===== src/hw/mem_pkg.sv =====
package mem_pkg;

    localparam int ADDR_W      = 32;
    localparam int TLB_ENTRIES = 8;
    localparam int TLB_IDX_W   = $clog2(TLB_ENTRIES);
    localparam int RAM_WORDS   = 256;
    localparam int RAM_AW      = $clog2(RAM_WORDS);
    // 16-byte lines, 16 line indices
    localparam int LINE_OFF_W  = 4;
    localparam int LINE_IDX_W  = 4;

    typedef enum logic [3:0] {
        NOP   = 4'd0,
        LD_B  = 4'd1,
        LD_BU = 4'd2,
        LD_H  = 4'd3,
        LD_HU = 4'd4,
        LD_W  = 4'd5,
        ST_B  = 4'd6,
        ST_H  = 4'd7,
        ST_W  = 4'd8,
        LL    = 4'd9,
        SC    = 4'd10
    } mem_op_e;

    typedef enum logic [2:0] {
        NONE = 3'd0,
        ADEM = 3'd1,
        TLBR = 3'd2,
        PIL  = 3'd3,
        PIS  = 3'd4,
        PPI  = 3'd5,
        PME  = 3'd6
    } ecode_e;

    typedef struct packed {
        logic [19:0] vppn;
        logic [19:0] ppn;
        logic        e;
        logic        v;
        logic        d;
        logic [1:0]  plv;
        logic [1:0]  mat;
    } tlb_entry_t;

    // Size encoding is 0 byte, 1 half, 2 word
    typedef struct packed {
        logic        load;
        logic        store;
        logic        ll;
        logic        sc;
        logic [1:0]  size;
        logic        sign;
        logic [3:0]  sel;
        logic [31:0] sdata;
        logic [1:0]  off;
    } dec_op_t;

endpackage


===== src/hw/addr_translate.sv =====
`timescale 1ns/1ps

module addr_translate (
    input  logic                           clk,
    input  logic                           rst,
    input  logic                           tlb_we_i,
    input  logic [mem_pkg::TLB_IDX_W-1:0]  tlb_idx_i,
    input  logic [19:0]                    tlb_vppn_i,
    input  logic [19:0]                    tlb_ppn_i,
    input  logic                           tlb_e_i,
    input  logic                           tlb_v_i,
    input  logic                           tlb_d_i,
    input  logic [1:0]                     tlb_plv_i,
    input  logic [1:0]                     tlb_mat_i,
    input  logic [mem_pkg::ADDR_W-1:0]     vaddr_i,
    input  logic                           trans_en_i,
    input  logic [1:0]                     plv_i,
    input  mem_pkg::dec_op_t               dec_i,
    output logic [mem_pkg::ADDR_W-1:0]     paddr_o,
    output logic                           excp_o,
    output mem_pkg::ecode_e                ecode_o
);
    import mem_pkg::*;

    tlb_entry_t tlb [TLB_ENTRIES];
    tlb_entry_t wr_entry;
    tlb_entry_t hit_ent;
    logic       hit;
    logic       access;

    assign wr_entry = '{
        vppn: tlb_vppn_i,
        ppn:  tlb_ppn_i,
        e:    tlb_e_i,
        v:    tlb_v_i,
        d:    tlb_d_i,
        plv:  tlb_plv_i,
        mat:  tlb_mat_i
    };

    // Only the enable bits are cleared by reset
    always_ff @(posedge clk) begin
        if (rst) begin
            for (int i = 0; i < TLB_ENTRIES; i++) begin
                tlb[i].e <= 1'b0;
            end
        end else if (tlb_we_i) begin
            tlb[tlb_idx_i] <= wr_entry;
        end
    end

    // Fully associative match, lowest index wins
    always_comb begin
        hit = 1'b0;
        hit_ent = '0;
        for (int i = 0; i < TLB_ENTRIES; i++) begin
            if (!hit && tlb[i].e && (tlb[i].vppn == vaddr_i[ADDR_W-1:12])) begin
                hit = 1'b1;
                hit_ent = tlb[i];
            end
        end
    end

    assign paddr_o = trans_en_i ? {hit_ent.ppn, vaddr_i[11:0]} : vaddr_i;
    assign access = dec_i.load | dec_i.store;

    always_comb begin
        ecode_o = NONE;
        if (access && trans_en_i) begin
            if (plv_i == 2'd3 && vaddr_i[ADDR_W-1]) begin
                ecode_o = ADEM;
            end else if (!hit) begin
                ecode_o = TLBR;
            end else if (!hit_ent.v) begin
                ecode_o = dec_i.store ? PIS : PIL;
            end else if (plv_i > hit_ent.plv) begin
                ecode_o = PPI;
            end else if (dec_i.store && !hit_ent.d) begin
                ecode_o = PME;
            end
        end
    end

    assign excp_o = (ecode_o != NONE);

endmodule


===== config.mk =====
export PLATFORM = sky130hd
export DESIGN_NAME = addr_translate
export DESIGN_NICKNAME = d
export VERILOG_FILES = /design/src/hw/mem_pkg.sv /design/src/hw/addr_translate.sv
export SDC_FILE = /design/constraint.sdc
export NUM_CORES = 1
export LEC_CHECK = 0
export ABC_AREA = 1
export BUFFER_PORTS_ARGS = -buffer_cell sky130_fd_sc_hd__buf_2
export CORE_ASPECT_RATIO = 1.4
export CORE_MARGIN = 8
export CORE_UTILIZATION = 56
export DETAILED_ROUTE_END_ITERATION = 8
export PLACE_DENSITY = 0.84
export SLEW_MARGIN = 0
export SYNTH_ARGS = -nofsm -noshare
export SYNTH_HDL_FRONTEND = slang
export SYNTH_SLANG_ARGS = --single-unit

===== constraint.sdc =====
create_clock -name clk -period 8.8 [get_ports clk]
set_input_delay 0.88 -clock clk [delete_from_list [all_inputs] [get_ports clk]]
set_output_delay 0.88 -clock clk [all_outputs]
set_load 0.05 [all_outputs]

==> impl_metrics.ini <==
[grt]
busiest_layer = met2
grtUsageTotal_pct = 29.7
grt_overflow = 0
met3_usage_pct = 4.63
grt_pass1_vias = 13206
antenna_found_initial = 3
grt_pass1_wl_um = 79300
use_met1_pct = 33.5
use_met2_pct = 50.7
grt_max_degree = 46

[clock_network]
clockBufferDepth = 3
cts_buffers = 35
cts.sinks = 360
tritoncts = built
ctsHoldBuffers = 0
h-tree-depth = 2
post_cts_buffers = 0
path_clk_slew_ns = 0.06
root_buffer = clkbuf_16
cts_resized = 0

[floorplan]
io_pins = 169
die_area_um2 = 36500
coreArea_um2 = 30000
die_w_um = 164
dieHeight_um = 223
num_rows = 75
start_util_pct = 57.0

[power_and_ir_drop]
power_uw = 3720
p_per_area_nw_per_um2 = 196
p_leak_uw = 0.00756
ir_drop_uv = 209

[synthesis]
synth_fa_ha_area_share_pct = 0.146
syn-cell-area_um2 = 17100
synthArstFlopShare_pct = 0
synth-simple-area-share_pct = 23.1
ys.flop_type = edfxtp_1
synth.area.top_cells = edfxtp_1 63%, nand2_1 11%, nor2_1 4.0%
synth_common_cells = 498 x nand2_1, 360 x edfxtp_1, 181 x nor2_1
synth-xor-area-share_pct = 2.00
synth_mux_area_share_pct = 0
yosysTopAreaCell = edfxtp_1
synth_compound_area_share_pct = 5.32
avgSynthCellArea_um2 = 10.1
synth-edff-count = 360
ys_types = 52
ys_seq_area_share_pct = 63.1
syn_nets = 1826
syn_inst = 1691
synth_top_area_share_pct = 63.1
ys_seq_elements = 360
ys_warn_count = 0
synth.most_common_cell = nand2_1
synth_top_family_by_area = simple AND/OR/NAND/NOR gates

[run]
maxCapViolations = 0

[timing]
fmax_mhz = 164
final.min_clock_period_ns = 6.08
finalSetupViolCount = 0
slew_viol_final = 0
hold_viol = 0
whs_ns = 0.608
rsz0062_at_grt = no
slew_headroom_pct = 32.6
finalCritPeriodShare_pct = 69.1
timing_worst_slew_pin_value_ns = 1.01
finalSetupTns_ns = 0

[finish]
largestRegisters = tlb x360
layout-drive-gt1-share_pct = 13.6
regMostFlops = tlb
multi_input_comb_area_um2 = 5290
synthToLayoutAreaGrowth_pct = 10.7
nets = 1912
fill_cells = 2448
fin_area_um2 = 18900
seq_area_um2 = 10800
fin_util_pct = 63.1
largest_register_ffs = 360

[setup_path]
worstSetupStartpointType = primary input
crit_end = ecode_o[1]
worstPathRequired_ns = 7.92
cp_max_fo = 12
crit_path_end_kind = output pin
worstSetupPathType = primary input to output pin
critPathLaunch = vaddr_i[31]
critical_path_arrival_ns = 5.20

[placed_design]
io_buffer_count = 99
gp_congestion = 0.986
dp_hpwl_um = 36800
placed_cell_area_um2 = 17800

[drt]
drc = 0
viasPerCell = 5.93
wl_per_cell_um = 24.7
drt_iter0_markers = 1227
drtPass1Iterations = 5
ant_nets = 0
wirelength_um = 54000
vias = 12965

[worst_hold_path]
hp-class = primary input to register

[outcome]
status = completed
worst min path at each step:
stage	startpoint	cells past startpoint	endpoint	slack, ns
detailed placement	tlb_ppn_i[15]	1	tlb[2][22]	1.15
floorplan	tlb_ppn_i[3]	0	tlb[0][10]	0.98
CTS	tlb_ppn_i[15]	1	tlb[2][22]	0.59
global placement	tlb_ppn_i[7]	1	tlb[0][14]	1.14
finish	tlb_ppn_i[15]	1	tlb[2][22]	0.61
global route	tlb_ppn_i[19]	1	tlb[6][26]	0.61
cell families after synthesis:
family	Yosys count
AND/OR/NAND/NOR	899
flip-flops	360
buffers and inverters	228
AO/OA/AOI/OAI	163
XOR/XNOR	39
adder cells (fa/ha/maj)	2
worst max-delay path, cell delays in order:
cell and delay, ns:
buf_2 0.37, inv_2 0.25, nand2_1 0.16, nand2_1 0.06
nor3_1 0.25, nand4_1 0.12, nor2_1 0.24, nand2_1 0.08
nor2_1 0.32, nand4_2 0.49, nor2_1 0.27, nor2_1 0.06
a22oi_1 0.20, ha_1 0.28, inv_1 0.06, nor2_1 0.03
o21ai_0 0.31, nand3_2 0.16, nor2_1 0.13, nor2_1 0.06
nor2_1 0.11, buf_2 0.29
cell usage in the layout (no fill, tap or decap), types with 14 or more instances in the layout:
master,instances
inv_2,23
nor3b_1,14
buf_2,99
nand4_1,36
a21oi_1,55
nor3_1,24
nand2_1,498
xor2_1,15
o21ai_0,59
nor2_1,173
or2_1,14
nand3_1,58
nand3b_1,14
xnor2_1,24
edfxtp_1,360
clkbuf_16,36
inv_1,140
o211ai_1,19
metrics by stage:
| step | instances | worst slack (ns) |
|---|---|---|
| final | 2187 | 2.72 |
| after global routing | 2186 | 2.36 |
| after CTS | 2186 | 2.82 |
| after detailed placement | 2125 | 2.83 |
| after global placement | 2125 | 2.98 |
| after floorplan | 1691 | 3.95 |
per-layer routing:
metal | up-vias | wire length, µm
li1 | 5880 | -
met1 | 6235 | 19000
met3 | 191 | 3960
met5 | - | 23
met2 | 655 | 26900
met4 | 4 | 4080
cell type report:
cell class / instances / share of cell area, %
sequential: 360 / 57.1
multi-input combinational: 1103 / 27.9
clock buffer: 40 / 4.83
inverter: 166 / 3.30
timing repair buffer: 111 / 3.09
tap: 385 / 2.54
clock inverter: 21 / 1.22
antenna: 1 / 0.0132
report_power, final:
group / switching (µW) / internal (µW) / total, µW / leakage [µW]
Sequential: 15.0 / 1920 / 1940 / 0.00326
Clock: 652 / 872 / 1520 / 0.000557
Combinational: 198 / 60.9 / 259 / 0.00374
(Power assumes the default switching activity.)
