## src/hw/mem_pkg.sv

```systemverilog
package mem_pkg;

    localparam int ADDR_W      = 32;
    localparam int TLB_ENTRIES = 8;
    localparam int TLB_IDX_W   = $clog2(TLB_ENTRIES);
    localparam int RAM_WORDS   = 256;
    localparam int RAM_AW      = $clog2(RAM_WORDS);
    // 16-byte lines, 16 line indices
    localparam int LINE_OFF_W  = 4;
    localparam int LINE_IDX_W  = 4;

    typedef enum logic [3:0] {
        NOP   = 4'd0,
        LD_B  = 4'd1,
        LD_BU = 4'd2,
        LD_H  = 4'd3,
        LD_HU = 4'd4,
        LD_W  = 4'd5,
        ST_B  = 4'd6,
        ST_H  = 4'd7,
        ST_W  = 4'd8,
        LL    = 4'd9,
        SC    = 4'd10
    } mem_op_e;

    typedef enum logic [2:0] {
        NONE = 3'd0,
        ADEM = 3'd1,
        TLBR = 3'd2,
        PIL  = 3'd3,
        PIS  = 3'd4,
        PPI  = 3'd5,
        PME  = 3'd6
    } ecode_e;

    typedef struct packed {
        logic [19:0] vppn;
        logic [19:0] ppn;
        logic        e;
        logic        v;
        logic        d;
        logic [1:0]  plv;
        logic [1:0]  mat;
    } tlb_entry_t;

    // Size encoding is 0 byte, 1 half, 2 word
    typedef struct packed {
        logic        load;
        logic        store;
        logic        ll;
        logic        sc;
        logic [1:0]  size;
        logic        sign;
        logic [3:0]  sel;
        logic [31:0] sdata;
        logic [1:0]  off;
    } dec_op_t;

endpackage

```

## src/hw/mem_op_decode.sv

```systemverilog
`timescale 1ns/1ps

module mem_op_decode (
    input  mem_pkg::mem_op_e            op_i,
    input  logic [mem_pkg::ADDR_W-1:0]  vaddr_i,
    input  logic [31:0]                 wdata_i,
    output mem_pkg::dec_op_t            dec_o
);
    import mem_pkg::*;

    always_comb begin
        dec_o = '0;
        dec_o.off = vaddr_i[1:0];
        case (op_i)
            LD_B, LD_BU: begin
                dec_o.load = 1'b1;
                dec_o.sign = (op_i == LD_B);
                dec_o.size = 2'd0;
            end
            LD_H, LD_HU: begin
                dec_o.load = 1'b1;
                dec_o.sign = (op_i == LD_H);
                dec_o.size = 2'd1;
            end
            LD_W, LL: begin
                dec_o.load = 1'b1;
                dec_o.ll = (op_i == LL);
                dec_o.size = 2'd2;
            end
            ST_B: begin
                dec_o.store = 1'b1;
                dec_o.size = 2'd0;
            end
            ST_H: begin
                dec_o.store = 1'b1;
                dec_o.size = 2'd1;
            end
            ST_W, SC: begin
                dec_o.store = 1'b1;
                dec_o.sc = (op_i == SC);
                dec_o.size = 2'd2;
            end
            default: ;
        endcase

        // Byte lanes only for real accesses
        if (dec_o.load || dec_o.store) begin
            case (dec_o.size)
                2'd0: dec_o.sel = 4'b0001 << vaddr_i[1:0];
                2'd1: dec_o.sel = 4'b0011 << vaddr_i[1:0];
                default: dec_o.sel = 4'b1111;
            endcase
        end

        case (dec_o.size)
            2'd0: dec_o.sdata = {24'b0, wdata_i[7:0]} << {vaddr_i[1:0], 3'b000};
            2'd1: dec_o.sdata = {16'b0, wdata_i[15:0]} << {vaddr_i[1:0], 3'b000};
            default: dec_o.sdata = wdata_i;
        endcase
    end

endmodule

```

## config.mk

```make
export PLATFORM = sky130hd
export DESIGN_NAME = mem_op_decode
export DESIGN_NICKNAME = d
export VERILOG_FILES = /design/src/hw/mem_pkg.sv /design/src/hw/mem_op_decode.sv
export SDC_FILE = /design/constraint.sdc
export NUM_CORES = 1
export LEC_CHECK = 0
export ABC_AREA = 1
export BUFFER_PORTS_ARGS = -buffer_cell sky130_fd_sc_hd__buf_4
export CAP_MARGIN = 0
export CELL_PAD_IN_SITES_DETAIL_PLACEMENT = 0
export CELL_PAD_IN_SITES_GLOBAL_PLACEMENT = 1
export CORE_MARGIN = 4
export CORE_UTILIZATION = 18
export DETAILED_ROUTE_END_ITERATION = 6
export PLACE_DENSITY = 0.87
export SYNTH_ARGS = -nofsm -noshare
export SYNTH_HDL_FRONTEND = slang
export SYNTH_SLANG_ARGS = --single-unit
```

## constraint.sdc

```tcl
create_clock -name vclk -period 1.9
set_clock_uncertainty 0.2 [all_clocks]
set_input_delay 0.19 -clock vclk [all_inputs]
set_output_delay 0.19 -clock vclk [all_outputs]
set_load 0.1 [all_outputs]
```

==> results.md, run 1 <==
* Status: finished, final reports clean
* Area of the mapped netlist at 820 um^2
* Final Wtd Congestion at 0.747
* Max incr delay on CP at 0.28 ns
* Largest net degree at the start of global routing at 21
* CP Max Fanout at 8
* Seq/Total Area, Yosys at 0
* I/O pin count at 113
* Largest delay share family, worst path: buffers and inverters
* WL final at 3610 um
* Hold Crit Class: input pin to output pin
* Final Non-Filler Cells at 328
* First-pass iteration count of the detailed router at 4
* Commonest non-fill, non-tap cell in the layout: nand2_1
* Syn Area/Cell at 4.27 um^2
* Count of final setup violators at 0
* Leakage at 1.04 nW
* Crit Path Class: input pin to output pin
* CP max stage cell: buf_4
* Clock buffers at 0
* Worst hold slack at 0.539 ns
* Worst Path Required at 1.51 ns
* FILL cells at 489
* Synth unique cells at 14
* Placed Cells at 326
* Die width at 75.5 um
* Fin. Hold Viols at 0
* Die height at 75.5 um
* Gr ovfl total at 0
* Layout cells sized above 1 at 0.486
* Max_slew headroom at 0.739
* Synthesis-to-finish area growth at 118%
* Bufs and invs on worst path at 5
* Row Count at 24
* Total GRT Usage at 0.119
* Layout sequential cell count at 0
* Cells after synthesis at 192
* VDD IR max at 244 uV
* Vias in the first global route at 1,316
* Mapped Nets at 260
* Nets@finish at 346
* Core ar. at 0.00438 mm^2
* CP Launch Type: input pin
* Pwr/cell area at 583 mW/mm^2
* Worst slew pin tran at 0.391 ns
* Period utilization at 0.954
* Arrival time worst endpoint at 1.42 ns
* Most frequent cells in the layout: nand2_1 (99), buf_4 (69), buf_6 (23), nand3_1 (19), nand2_2 (16)
* Finished Cell Area at 0.00179 mm^2
* Initial antenna violation count at 0
* Slew Viols, Final at 0
* Max-Cap Viols at 0
* Placed cell area at 0.00167 mm^2
* Die Area at 0.00570 mm^2
* Final ANT Viol Nets at 0
* Via-to-Cell Ratio at 4.29
* WL per Instance at 11.0 um
* Port-buffer cells at 83
* Fmax achieved at 0.552 GHz
* DR DRC count at 0
* Yosys warnings at 0
* Hold depth at 2
* Ant. Diodes at 0
* Worst Setup End Kind: output pin
* Post-layout minimum cycle time at 1.81 ns
* Sequence of cells on the critical path: buf_4 > inv_4 > nor2_2 > nand2_1 > o21ai_2 > buf_12 > a21oi_4 > buf_4 > nand2_1 > nand2_2 > buf_4
* Cell mode on critical path: buf_4
* Hold path endpoint: dec_o[1]
* FF/Latch Area at 0 um^2
* DRT iter0 DRCs at 70
* Global-route wire length before repair at 5630 um
* Half-perimeter wire length after placement at 2950 um
* RSZ-0062 raised after global routing: false
* Hold Startpoint: vaddr_i[1]
* Initial Util at 0.187
* Routed vias at 1,408
## power by group
| group | total, mW | leakage, nW | internal (mW) | switching [mW] |
|---|---|---|---|---|
| Sequential | 0 | 0 | 0 | 0 |
| Clock | 0 | 0 | 0 | 0 |
| Combinational | 1.04 | 1.04 | 0.270 | 0.772 |
| Total | 1.04 | 1.04 | 0.270 | 0.772 |
## per-stage QoR
step / TNS (ns) / util / setup WS (ns) / total power [mW]
after global placement: -0.0415 / 0.380 / -0.0215 / 1.00
after CTS: 0 / 0.382 / 0.0233 / 1.01
final: 0 / 0.408 / 0.0878 / 1.04
after global routing: 0 / 0.408 / 0.000177 / 1.09
after detailed placement: -0.000361 / 0.380 / -0.000361 / 1.00
after floorplan: -4.20 / - / -0.491 / 0.760
## how the worst max path moves through the flow
stage                  from         to  slack (ns)  depth (start not counted)
global route        op_i[3]  dec_o[20]      0.0002                         11
detailed placement  op_i[3]  dec_o[28]     -0.0004                         10
floorplan           op_i[3]   dec_o[2]       -0.49                          7
finish              op_i[3]  dec_o[20]        0.09                         11
CTS                 op_i[2]  dec_o[13]        0.02                          9
global placement    op_i[3]  dec_o[28]       -0.02                         10
## synth_stat cells
cell type,number,share of area
nor3_1,1,0.0061
o21ai_0,3,0.018
nor2_2,3,0.023
inv_1,15,0.069
a21oi_4,1,0.020
nor2_1,14,0.064
inv_2,4,0.018
nand3_1,20,0.12
a21oi_1,2,0.012
buf_4,5,0.046
clkbuf_1,3,0.014
buf_6,3,0.041
nand2_1,117,0.54
o21ai_2,1,0.011
## what timing repair did
action / in CTS / in global routing
pin swaps: 0 / 0
resized for setup: 1 / 26
hold buffers: 0 / 0
setup endpoints to repair: 1 / 27
buffers inserted: 0 / 2
cloned: 0 / 0
## cells by family after synthesis
group / share of synthesized area
simple gates: 0.751
buf+inv: 0.188
compound gates: 0.0611
## metal layers
metal / vias up / GRT usage / share of wire / wire, um
met4: 0 / 0.00194 / 0 / 0
met2: 50 / 0.227 / 0.49 / 1760
met3: 0 / 0.0198 / 0.11 / 398
li1: 747 / - / - / -
met5: - / 0 / 0 / 0
met1: 611 / 0.146 / 0.40 / 1440
## final cells by class
cell class	instances	area, um^2	share of cell area
inverter	19	90.1	0.0504
multi-input combinational	162	795	0.445
tap	52	65.1	0.0364
timing repair buffer	95	837	0.468
(Power assumes the default switching activity.)
==> run 2: changes to the inputs <==
--- a/config.mk
+++ b/config.mk
@@ -7,10 +7,10 @@
 export LEC_CHECK = 0
 export ABC_AREA = 1
 export BUFFER_PORTS_ARGS = -buffer_cell sky130_fd_sc_hd__buf_4
-export CAP_MARGIN = 0
+export CAP_MARGIN = 20
 export CELL_PAD_IN_SITES_DETAIL_PLACEMENT = 0
 export CELL_PAD_IN_SITES_GLOBAL_PLACEMENT = 1
-export CORE_MARGIN = 4
+export CORE_MARGIN = 1.5
 export CORE_UTILIZATION = 18
 export DETAILED_ROUTE_END_ITERATION = 6
 export PLACE_DENSITY = 0.87
==> constraint.sdc (replaced) <==
create_clock -name vclk -period 2.2
set_clock_uncertainty 0.2 [all_clocks]
set_input_delay 0.22 -clock vclk [all_inputs]
set_output_delay 0.22 -clock vclk [all_outputs]
set_load 0.1 [all_outputs]
==> run 2 against run 1 <==
Net effect: die area fell by 13%; design area fell by 13%; worst setup slack improved by 0.13 ns; count of clock-buffer cells in the layout did not move; final cell count fell by 2.1%; core utilization fell by 5.0 points; non-clock buffer count fell by 7; global-route usage rose by 0.95 points; wire length fell by 9.7%; critical endpoint is now dec_o[10].
==> results.md, run 2 (synthesis gave the netlist of run 1 again) <==
* Most frequent cells in the layout: nand2_1 (117), buf_4 (86), nand3_1 (19), inv_1 (14), nor2_1 (12)
* Max incr delay on CP at 0.32 ns (+0.04 ns)
* Row Count at 24 (unchanged)
* Total GRT Usage at 0.128 (+0.00949)
* Final WS setup at 0.217 ns (+0.129 ns)
* Fin. Hold Viols at 0 (unchanged)
* Largest net degree at the start of global routing at 30 (+43%)
* DRT iter0 DRCs at 46 (-34%)
* Post-layout minimum cycle time at 1.98 ns
* Layout cells sized above 1 at 0.390 (-0.0952)
* Die Area at 0.00497 mm^2 (-13%)
* Core ar. at 0.00435 mm^2 (-0.68%)
* WL final at 3250 um (-9.7%)
* Sequence of cells on the critical path: buf_4 > inv_2 > nand2_1 > o21ai_2 > buf_12 > nor2_2 > nand2_1 > nand2_1 > buf_4
* CP max stage cell: nor2_2
* Half-perimeter wire length after placement at 2580 um (-13%)
* Cell mode on critical path: nand2_1
* Status: finished, final reports clean
* Initial Util at 0.188 (+0.00129)
* CP Launch Type: input pin
* Pint at 0.188 mW (-30%)
* Post-CTS setup buffer count at 0 (unchanged)
* Layout sequential cell count at 0 (unchanged)
* Multi-input gate area at 732 um^2 (-7.9%)
* Gr ovfl total at 0 (unchanged)
* Share of power burned in registers at 0 (unchanged)
* Arrival time worst endpoint at 1.56 ns (+0.14 ns)
* Worst slew pin tran at 0.391 ns (+0.000669 ns)
* Post_cts resized at 0 (-1)
* Worst Path Required at 1.78 ns (+0.27 ns)
* Leakage at 0.977 nW (-6.4%)
* Max-Cap Viols at 0 (unchanged)
* Initial antenna violation count at 0 (unchanged)
* Comb pwr share at 1.000 (about the same)
* Nets@finish at 339 (-2.0%)
* Max_slew headroom at 0.739 (about the same)
* Final Wtd Congestion at 0.759 (+1.6%)
* Count of final setup violators at 0 (unchanged)
* I/O pin count at 113 (unchanged)
* Synthesis-to-finish area growth at 90.1%
* WL per Instance at 10.1 um (-7.8%)
* Pwr/cell area at 535 mW/mm^2 (-8.3%)
* Via-to-Cell Ratio at 4.16 (-3.1%)
* Setup TNS at 0 ns (unchanged)
* Clock power frac at 0 (unchanged)
* Final ANT Viol Nets at 0 (unchanged)
* RSZ-0062 raised after global routing: false
* DR DRC count at 0 (unchanged)
* Hold Crit Class: input pin to output pin
* Pre-CTS setup slack at 0.202 ns (+0.203 ns)
* Commonest non-fill, non-tap cell in the layout: nand2_1
* Crit Path Class: input pin to output pin
* Worst Setup SP: op_i[3]
* Net switching power at 0.645 mW (-16%)
* Die height at 70.5 um (-6.6%)
* CP Max Fanout at 29 (+21)
* First-pass iteration count of the detailed router at 4 (unchanged)
* Sw Ratio at 0.775 (+0.0332)
* Period utilization at 0.901
* Hold_buf cts at 0 (unchanged)
* VDD IR max at 217 uV (-11%)
* FF/Latch Area at 0 um^2 (unchanged)
* Ant. Diodes at 0 (unchanged)
* Fin util at 0.358 (-0.0498)
* FILL cells at 501 (+2.5%)
* Vias in the first global route at 1,240 (-5.8%)
* Routed vias at 1,335 (-5.2%)
* Port-buffer cells at 83 (unchanged)
* Worst Setup End Kind: output pin
* Fmax achieved at 0.504 GHz
* Clock buffers at 0 (unchanged)
* Die width at 70.5 um (-6.6%)
* Setup crit end: dec_o[10]
* Global-route wire length before repair at 5510 um (-2.1%)
* Slew Viols, Final at 0 (unchanged)
-- run 2: critical path, delay by kind of cell --
family / cells / cell delay, ns
AO/OA/AOI/OAI: 1 / 0.09
buffers and inverters: 4 / 0.61
AND/OR/NAND/NOR: 4 / 0.64
-- run 2: how the worst min path moves through the flow --
stage | from | to | slack [ns] | depth (start not counted)
finish | vaddr_i[1] | dec_o[1] | 0.60 | 2
detailed placement | vaddr_i[1] | dec_o[1] | 0.60 | 2
floorplan | op_i[3] | dec_o[38] | 0.42 | 1
CTS | vaddr_i[1] | dec_o[1] | 0.60 | 2
global route | vaddr_i[1] | dec_o[1] | 0.61 | 2
global placement | vaddr_i[1] | dec_o[1] | 0.60 | 2
-- run 2: routing by layer --
layer	global-route usage	part of all wire	up-vias
li1	-	-	731
met1	0.160	0.43	557
met2	0.234	0.47	47
met3	0.0289	0.092	0
met4	0.00641	0	0
met5	0	0	-
-- run 2: power groups by stage --
stage | sequential (mW) | clock, mW | combinational [mW]
after global routing | 0 | 0 | 0.871
final | 0 | 0 | 0.833
after detailed placement | 0 | 0 | 0.838
after floorplan | 0 | 0 | 0.640
after CTS | 0 | 0 | 0.839
after global placement | 0 | 0 | 0.837
-- run 2: stage by stage --
step / instance area [um^2] / power, mW / std cells / hold WS [ns]
after floorplan: 890 / 0.640 / 192 / 0.424
after global placement: 1560 / 0.837 / 321 / 0.601
after detailed placement: 1560 / 0.838 / 321 / 0.603
after CTS: 1560 / 0.839 / 321 / 0.603
after global routing: 1560 / 0.871 / 321 / 0.613
final: 1560 / 0.833 / 321 / 0.600
-- run 2: final cells by class --
cell class,instances,share of cell area
Inverter,19,0.0482
Multi-Input combinational cell,162,0.470
Tap cell,52,0.0418
Timing Repair Buffer,88,0.440
