File: src/hw/mem_pkg.sv
package mem_pkg;

    localparam int ADDR_W      = 32;
    localparam int TLB_ENTRIES = 8;
    localparam int TLB_IDX_W   = $clog2(TLB_ENTRIES);
    localparam int RAM_WORDS   = 256;
    localparam int RAM_AW      = $clog2(RAM_WORDS);
    // 16-byte lines, 16 line indices
    localparam int LINE_OFF_W  = 4;
    localparam int LINE_IDX_W  = 4;

    typedef enum logic [3:0] {
        NOP   = 4'd0,
        LD_B  = 4'd1,
        LD_BU = 4'd2,
        LD_H  = 4'd3,
        LD_HU = 4'd4,
        LD_W  = 4'd5,
        ST_B  = 4'd6,
        ST_H  = 4'd7,
        ST_W  = 4'd8,
        LL    = 4'd9,
        SC    = 4'd10
    } mem_op_e;

    typedef enum logic [2:0] {
        NONE = 3'd0,
        ADEM = 3'd1,
        TLBR = 3'd2,
        PIL  = 3'd3,
        PIS  = 3'd4,
        PPI  = 3'd5,
        PME  = 3'd6
    } ecode_e;

    typedef struct packed {
        logic [19:0] vppn;
        logic [19:0] ppn;
        logic        e;
        logic        v;
        logic        d;
        logic [1:0]  plv;
        logic [1:0]  mat;
    } tlb_entry_t;

    // Size encoding is 0 byte, 1 half, 2 word
    typedef struct packed {
        logic        load;
        logic        store;
        logic        ll;
        logic        sc;
        logic [1:0]  size;
        logic        sign;
        logic [3:0]  sel;
        logic [31:0] sdata;
        logic [1:0]  off;
    } dec_op_t;

endpackage

File: src/hw/mem2_writeback.sv
`timescale 1ns/1ps

module mem2_writeback (
    input  logic            clk,
    input  logic            rst,
    input  logic            buf_valid_i,
    input  logic            buf_wreg_i,
    input  logic [4:0]      buf_waddr_i,
    input  logic            buf_sc_wdata_i,
    input  logic            buf_load_i,
    input  logic [1:0]      buf_size_i,
    input  logic            buf_sign_i,
    input  logic [1:0]      buf_off_i,
    input  logic            buf_excp_i,
    input  mem_pkg::ecode_e buf_ecode_i,
    input  logic [31:0]     rdata_i,
    output logic            res_valid_o,
    output logic            res_wreg_o,
    output logic [4:0]      res_waddr_o,
    output logic [31:0]     res_wdata_o,
    output logic            res_excp_o,
    output mem_pkg::ecode_e res_ecode_o
);

    logic [31:0] shifted;
    logic [31:0] ext;

    // Bring the addressed lane down to bit 0
    assign shifted = rdata_i >> {buf_off_i, 3'b000};

    always_comb begin
        case (buf_size_i)
            2'd0: ext = {{24{buf_sign_i & shifted[7]}}, shifted[7:0]};
            2'd1: ext = {{16{buf_sign_i & shifted[15]}}, shifted[15:0]};
            default: ext = shifted;
        endcase
    end

    always_ff @(posedge clk) begin
        if (rst) begin
            res_valid_o <= 1'b0;
        end else begin
            res_valid_o <= buf_valid_i;
        end
    end

    always_ff @(posedge clk) begin
        res_wreg_o <= buf_valid_i & buf_wreg_i;
        res_waddr_o <= buf_waddr_i;
        res_wdata_o <= buf_load_i ? ext : {31'b0, buf_sc_wdata_i};
        res_excp_o <= buf_excp_i;
        res_ecode_o <= buf_ecode_i;
    end

endmodule

File: config.mk
export PLATFORM = sky130hd
export DESIGN_NAME = mem2_writeback
export DESIGN_NICKNAME = d
export VERILOG_FILES = /design/src/hw/mem_pkg.sv /design/src/hw/mem2_writeback.sv
export SDC_FILE = /design/constraint.sdc
export NUM_CORES = 1
export LEC_CHECK = 0
export BUFFER_PORTS_ARGS = -buffer_cell sky130_fd_sc_hd__buf_2
export CAP_MARGIN = 20
export CORE_MARGIN = 2
export CORE_UTILIZATION = 46
export CTS_BUF_LIST = sky130_fd_sc_hd__clkbuf_8
export DETAILED_ROUTE_END_ITERATION = 10
export GPL_ROUTABILITY_DRIVEN = 0
export PLACE_DENSITY = 0.88
export SETUP_SLACK_MARGIN = 0.3
export SYNTH_ARGS = -nofsm -noshare
export SYNTH_HDL_FRONTEND = slang
export SYNTH_SLANG_ARGS = --single-unit
File: constraint.sdc
create_clock -name clk -period 1.4 [get_ports clk]
set_input_delay 0.14 -clock clk [delete_from_list [all_inputs] [get_ports clk]]
set_output_delay 0.14 -clock clk [all_outputs]
set_load 0.01 [all_outputs]
==> qor.txt, run 1 <==
internal power: 0.00190 W
Comb pwr share: 20.1%
critical path endpoint category: register
clk buf depth: 2
Power, Total: 0.00257 W
maxcap violations: 0
CTS HTree Levels: 2
DR iter-0 viols: 87
WP data required: 1.59 ns
DRC violations left: 0
Startpoint Class: primary input
Die H: 66.6 um
crit path kind: primary input to register
Worst EP arrival: 1.22 ns
final worst slack: 0.367 ns
CTS tree: built
ant diodes: 0
Post-Synthesis Cells: 160
DIE AREA: 0.00443 sq mm
Avg Cell Area, Syn: 11.3 sq um
drt wl/cell: 14.5 um
Post-DRT Antenna Nets: 0
vias in the first global route: 1535
YS warnings: 0
critical-path cell list: buf_2 -> mux4_2 -> a21o_1 -> and3_1
power per cell area: 1020 mW/mm^2
CP max stage delay: 0.52 ns
leak pwr: 1.32 nW
sw power: 0.000675 W
Worst VDD drop: 0.576 mV
Seq pwr share: 51.2%
initial antenna violation count: 0
first-pass GRT wire length: 7.04 mm
CTS clk-pin slew, worst paths: 0.07 ns
largest net degree at the start of global routing: 28
drt via density: 5.22
Area contributors post-synth: dfxtp_1, mux2i_1, o31ai_2
core box area: 0.00372 sq mm
grt ovf: 0
fin cells: 314
slowest CP cell: mux4_2
Ports: 95
count of pins over their slew limit: 0
share of cells above drive strength 1: 46.2%
fin nets: 317
Area Growth Syn to Fin: 40.5%
switching share of power: 26.2%
number of cell rows: 22
crit path buf inv count: 1
worst slew pin tran: 0.344 ns
Max Fclk: 0.968 GHz
#FFs+latches synth: 43
clock sink total: 43
post-synthesis instance area: 0.00180 sq mm
DP Wirelength: 3.35 mm
total CTS buffers: 5
postcts setup bufs: 0
Final Hold Vio Count: 0
clock root buffer: clkbuf_8
CP max FO: 8
clock power share: 28.6%
Post-Place Setup Slack: 0.0235 ns
Slew headroom: 77.0%
Seq/Total Area, Yosys: 47.8%
placed cell count: 296
starting density of the core: 48.5%
delay-heaviest family, CP: multiplexers
RSZ-0062 raised after global routing: no
Tot GR Track Use: 21.8%
worst min-delay path class: primary input to register
Final Cycle Share: 73.8%
I/O Buffers: 94
1st-pass router iterations: 4
crit path time final: 1.03 ns
most area-hungry cell type in the Yosys netlist: dfxtp_1
Die Wd: 66.6 um
Final setup viols: 0
post-route setup TNS: 0 ns
total wire length: 4.55 mm
status: finished clean
Vias: 1638
Net Count, Synth: 212
top cell type's share of synthesized area: 47.8%
post-synthesis cell type count: 28
final timing paths:
path              cells past startpoint                         end    startpoint  slack, ns
hold / removal                        2          res_wreg_o$_DFF_P_    buf_wreg_i       0.05
setup / recovery                      4  res_wdata_o[14]$_SDFF_PN0_  buf_off_i[0]       0.37
power by group through the flow:
stage               Clock [W]  Sequential, W  Combinational, W
floorplan                   0        0.00139          0.000230
global placement            0        0.00135          0.000479
detailed placement          0        0.00135          0.000491
CTS                  0.000762        0.00132          0.000516
global route         0.000827        0.00132          0.000562
finish               0.000737        0.00132          0.000518
per-layer routing:
metal  vias to the layer above  GRT usage (%)  part of all wire [%]
met3                        11           7.77                   9.0
met1                       746           26.3                    40
met4                         0           8.42                   1.6
li1                        796              -                     -
met5                         -              0                     0
met2                        85           35.3                    49
synthesized netlist by cell type:
cell type	count
dfxtp_1	43
mux2i_1	21
nand2_1	14
and3_1	8
inv_1	8
o221ai_1	8
o31ai_2	8
mux2_1	6
o211a_1	6
o32ai_1	6
clkbuf_1	4
buf_1	3
buf_2	3
nand3b_1	3
and2_1	2
buf_4	2
buf_6	2
nor2b_1	2
o32ai_2	2
a21o_1	1
a22o_2	1
mux2_2	1
mux4_2	1
nand2b_1	1
nor2_1	1
nor4bb_1	1
o211a_2	1
or2_1	1
registers in the layout, summed over array words and instances, names as in the netlist:
register / cells
res_wdata_o: 32
res_waddr_o: 5
res_ecode_o: 3
res_excp_o: 1
res_valid_o: 1
res_wreg_o: 1
logic make-up after synthesis:
family / count (synthesis) / synth area share (%)
simple gates: 33 / 9.80
buf+inv: 22 / 6.05
flops: 43 / 47.8
mux: 29 / 17.3
compound gates: 33 / 19.0
timing repair:
item	in CTS	in global routing
gates resized for setup	0	1
hold endpoints to repair	10	0
endpoints found under the setup margin	0	8
hold buffers	10	0
final cells by class:
class	instances	area [sq um]
Tap cell	48	60.1
Clock buffer	5	68.8
Multi-Input combinational cell	95	838
Sequential cell	43	861
Fill cell	307	1190
Inverter	8	30.0
Clock inverter	3	16.3
Timing Repair Buffer	112	656
placed cells by master, fill, tap and decap left out, drive strengths merged, types with 2 or more instances in the layout:
cell,count
and2,2
and3,8
buf,102
clkbuf,5
dfxtp,43
dlygate4sd3,10
inv,9
mux2,7
mux2i,21
nand2,14
nand3b,3
nor2b,2
o211a,7
o221ai,8
o31ai,8
o32ai,8
stage by stage:
| stage | hold slack [ns] | area [sq um] | util, % |
|---|---|---|---|
| after global routing | 0.0248 | 2530 | 68.1 |
| after global placement | 0.242 | 2340 | 62.9 |
| after detailed placement | 0.244 | 2340 | 62.9 |
| after floorplan | 0.168 | 1810 | - |
| after CTS | 0.0438 | 2520 | 67.9 |
| final | 0.0509 | 2530 | 68.1 |
Note: power is estimated with default switching activity, not from simulation.
==> run 2: changes to the inputs <==
--- a/config.mk
+++ b/config.mk
@@ -8,11 +8,11 @@
 export BUFFER_PORTS_ARGS = -buffer_cell sky130_fd_sc_hd__buf_2
 export CAP_MARGIN = 20
 export CORE_MARGIN = 2
-export CORE_UTILIZATION = 46
+export CORE_UTILIZATION = 42
 export CTS_BUF_LIST = sky130_fd_sc_hd__clkbuf_8
 export DETAILED_ROUTE_END_ITERATION = 10
 export GPL_ROUTABILITY_DRIVEN = 0
-export PLACE_DENSITY = 0.88
+export PLACE_DENSITY = 0.85
 export SETUP_SLACK_MARGIN = 0.3
 export SYNTH_ARGS = -nofsm -noshare
 export SYNTH_HDL_FRONTEND = slang
==> constraint.sdc (replaced) <==
create_clock -name clk -period 0.94 [get_ports clk]
set_input_delay 0.094 -clock clk [delete_from_list [all_inputs] [get_ports clk]]
set_output_delay 0.094 -clock clk [all_outputs]
set_load 0.01 [all_outputs]
==> qor.txt, run 2 (synthesized netlist as in run 1, its figures left out) <==
clock sink total: 43
Post-DRT Antenna Nets: 0
critical-path cell list: buf_8 -> buf_4 -> buf_6 -> nor4bb_1 -> buf_4 -> nand2_2 -> o31ai_2
starting density of the core: 44.4%
count of pins over their slew limit: 0
violated checks: hold timing, setup timing
DIE AREA: 0.00483 sq mm
Final Cycle Share: 104%
cell mode on critical path: buf_4
GRT met1 Usage: 27.6%
clk buf depth: 2
DRC violations left: 0
Worst EP arrival: 1.19 ns
CP max stage delay: 0.33 ns
crit path kind: primary input to register
final worst slack: -0.0332 ns
Worst VDD drop: 0.807 mV
status: finished, violations left
WP data required: 1.16 ns
critical path endpoint category: register
Biggest register: res_wdata_o
core box area: 0.00406 sq mm
most frequent cells in the layout: buf_2, buf_6, dfxtp_1
leak pwr: 1.60 nW
worst slew pin tran: 0.313 ns
largest net degree at the start of global routing: 28
maxcap violations: 0
crit path buf inv count: 4
Final setup viols: 8
worst min-delay path class: primary input to register
WP depth: 7
Slew headroom: 78.9%
grt met2 use: 43.4%
first-pass GRT wire length: 9.07 mm
power per cell area: 1440 mW/mm^2
Ports: 95
DP Area: 0.00247 sq mm
most common cell after layout, fill and taps aside: buf_2
fin nets: 337
Max Fclk: 1.03 GHz
post-route setup TNS: -0.149 ns
Area Growth Syn to Fin: 79.8%
Tot GR Track Use: 24.2%
1st-pass router iterations: 4
M3 GR Usage: 7.56%
CTS HTree Levels: 2
Critical Path Start: buf_off_i[0]
Die Wd: 69.5 um
final instance area: 0.00324 sq mm
drt via density: 5.29
ant diodes: 0
Post-Place Setup Slack: -0.338 ns
number of cell rows: 23
vias in the first global route: 1774
DP Wirelength: 3.63 mm
total wire length: 5.95 mm
GR peak layer: met2
share of cells above drive strength 1: 66.8%
slowest CP cell: nor4bb_1
CTS tree: built
DR iter-0 viols: 82
Largest register FFs: 32
CP endpoint: res_wdata_o[29]$_SDFF_PN0_
total CTS buffers: 5
RSZ-0062 raised after global routing: yes
delay-heaviest family, CP: buffers and inverters
drt wl/cell: 17.7 um
I/O Buffers: 94
Vias: 1777
Fin Hold WS: -0.00322 ns
CP max FO: 8
crit path time final: 0.973 ns
CTS clk-pin slew, worst paths: 0.08 ns
initial antenna violation count: 0
Final Hold Vio Count: 1
clock root buffer: clkbuf_8
Largest regs: res_wdata_o (32), res_waddr_o (5), res_ecode_o (3)
grt ovf: 0
Startpoint Class: primary input
hold_buf cts: 10
Die H: 69.5 um
[run 2: metal layers]
layer  vias to the layer above  wire [um]
li1                        843          -
met1                       837       2200
met2                        89       3180
met3                         8        458
met4                         0        105
met5                         -          0
[run 2: where the power goes]
part / switching, W / total (W) / internal (W)
clock: 0.000644 / 0.00150 / 0.000860
sequential: 0.0000454 / 0.00199 / 0.00195
combinational: 0.000505 / 0.00115 / 0.000644
total: 0.00119 / 0.00465 / 0.00345
[run 2: layout make-up]
class,count,area [sq um]
Clock buffer,6,82.6
Clock inverter,2,35.0
Fill cell,228,821
Inverter,8,30.0
Multi-Input combinational cell,95,1090
Sequential cell,43,882
Tap cell,50,62.6
Timing Repair Buffer,132,1050
[run 2: how the worst min path moves through the flow]
stage | from | end | slack (ns) | depth (start not counted)
6_report | buf_wreg_i | res_wreg_o$_DFF_P_ | -0.003 | 2
5_1_grt | buf_wreg_i | res_wreg_o$_DFF_P_ | -0.002 | 2
4_1_cts | buf_wreg_i | res_wreg_o$_DFF_P_ | -0.006 | 2
3_5_place_dp | buf_ecode_i[0] | res_ecode_o[0]$_DFF_P_ | 0.20 | 1
3_3_place_gp | buf_ecode_i[1] | res_ecode_o[1]$_DFF_P_ | 0.20 | 1
2_1_floorplan | buf_ecode_i[0] | res_ecode_o[0]$_DFF_P_ | 0.12 | 0
[run 2: through the flow]
stage          total power, W  util, %  instances  hold slack (ns)
2_1_floorplan         0.00245        -        160            0.122
3_3_place_gp          0.00280     60.9        311            0.197
3_5_place_dp          0.00282     60.9        311            0.198
4_1_cts               0.00452     75.3        334         -0.00583
5_1_grt               0.00481     79.8        336         -0.00227
6_report              0.00465     79.8        336         -0.00322
[run 2: repair_timing]
action                                  4_1_cts  5_1_grt
endpoints found under the setup margin       75       76
pin swaps                                    27        7
gates cloned                                  1        0
gates resized for setup                      68       36
hold endpoints to repair                     11        1
buffers inserted                              4        2
==> run 3: changes to the inputs <==
--- a/config.mk
+++ b/config.mk
@@ -8,11 +8,10 @@
 export BUFFER_PORTS_ARGS = -buffer_cell sky130_fd_sc_hd__buf_2
 export CAP_MARGIN = 20
 export CORE_MARGIN = 2
-export CORE_UTILIZATION = 42
-export CTS_BUF_LIST = sky130_fd_sc_hd__clkbuf_8
+export CORE_UTILIZATION = 40
 export DETAILED_ROUTE_END_ITERATION = 10
 export GPL_ROUTABILITY_DRIVEN = 0
-export PLACE_DENSITY = 0.85
+export PLACE_DENSITY = 0.82
 export SETUP_SLACK_MARGIN = 0.3
 export SYNTH_ARGS = -nofsm -noshare
 export SYNTH_HDL_FRONTEND = slang
==> qor.txt, run 3 (synthesized netlist as in run 1, its figures left out) <==
power per cell area: 1350 mW/mm^2
Final Cycle Share: 96.4%
Largest register FFs: 32
CTS tree: built
ant diodes: 0
filler cell count: 313
worst min-delay path class: primary input to register
starting density of the core: 41.4%
Power, Total: 0.00417 W
DR iter-0 viols: 111
first-pass GRT wire length: 8.60 mm
Worst VDD drop: 0.694 mV
I/O Buffers: 94
RSZ-0062 raised after global routing: yes
Area Growth Syn to Fin: 71.7%
most frequent cells in the layout: buf_2, dfxtp_1, buf_6
core box area: 0.00435 sq mm
clk buf depth: 2
DRC violations left: 0
CP max FO: 8
Biggest register: res_wdata_o
status: finished clean
Die H: 71.1 um
CTS HTree Levels: 2
Post-DRT Antenna Nets: 0
total CTS buffers: 5
drt wl/cell: 17.1 um
largest net degree at the start of global routing: 29
critical path endpoint category: register
worst slew pin tran: 0.254 ns
Tot GR Track Use: 22.1%
DP Wirelength: 3.52 mm
Final setup viols: 0
leak pwr: 1.54 nW
clock sink total: 43
grt ovf: 0
Worst EP arrival: 1.10 ns
most common cell after layout, fill and taps aside: buf_2
1st-pass router iterations: 4
DIE AREA: 0.00505 sq mm
Slew headroom: 82.6%
clock root buffer: clkbuf_8
vias in the first global route: 1733
Die Wd: 71.1 um
Ports: 95
drt via density: 5.43
share of cells above drive strength 1: 65.9%
crit path kind: primary input to register
crit path time final: 0.906 ns
initial antenna violation count: 0
WP data required: 1.13 ns
maxcap violations: 0
Largest regs: res_wdata_o (32), res_waddr_o (5), res_ecode_o (3)
total wire length: 5.67 mm
count of pins over their slew limit: 0
fin nets: 330
number of cell rows: 24
Startpoint Class: primary input
Max Fclk: 1.10 GHz
CTS clk-pin slew, worst paths: 0.07 ns
Vias: 1797
post-route setup TNS: 0 ns
Final Hold Vio Count: 0
run 3: cell count changes in the layout (fill, tap and decap cells not counted), sizes merged:
cell,change
dlygate4sd3,+1
bufinv,-1
clkbuf,-1
o211a,+1
clkinv,+2
dlymetal6s4s,-1
buf,-9
a22o,+1
run 3: routing by layer:
metal | track usage, % | vias up | part of all wire [%]
li1 | - | 834 | -
met1 | 26.0 | 868 | 39
met2 | 38.1 | 85 | 51
met3 | 6.41 | 10 | 7.8
met4 | 8.60 | 0 | 1.9
met5 | 0 | - | 0
run 3: power by group:
part | internal, W | switching [W]
logic | 0.000583 | 0.000482
clock network | 0.000508 | 0.000612
registers | 0.00195 | 0.0000400
run 3: repair_timing:
item	4_1_cts	5_1_grt
gates resized for setup	46	42
hold endpoints to repair	11	0
setup endpoints to repair	75	75
hold buffers	10	0
setup buffers	2	2
pin swaps	4	18
gates cloned	3	0
run 3: area by class of cell:
class                   instances  area, sq um  area share [%]
well taps                      52         65.1            2.10
repair buffers                123          952            30.8
multi-input cells              97         1080            34.9
clock buffers                   5         68.8            2.23
clock inverters                 3         15.0           0.486
inverters                       8         30.0           0.971
flip-flops and latches         43          881            28.5
run 3: stage by stage:
step / hold slack [ns] / setup WS [ns] / utilization (%) / instance area [sq um] / cells
CTS: -0.00367 / 0.0432 / 66.9 / 2910 / 329
global route: 0.00656 / 0.0202 / 71.0 / 3090 / 331
global placement: 0.197 / -0.301 / 55.3 / 2410 / 306
finish: 0.00599 / 0.0339 / 71.0 / 3090 / 331
detailed placement: 0.201 / -0.323 / 55.3 / 2410 / 306
floorplan: 0.122 / -0.210 / - / 1860 / 160
run 3: path summary, 6_finish.rpt:
kind,from,to,slack [ns],cells past startpoint
worst max-delay path,rdata_i[31],res_wdata_o[13]$_SDFF_PN0_,0.03,4
worst min-delay path,buf_wreg_i,res_wreg_o$_DFF_P_,0.006,2
run 3: critical path: stages:
cell	delay, ns
buf_6	0.10
mux4_2	0.48
a21o_4	0.25
and3_4	0.17
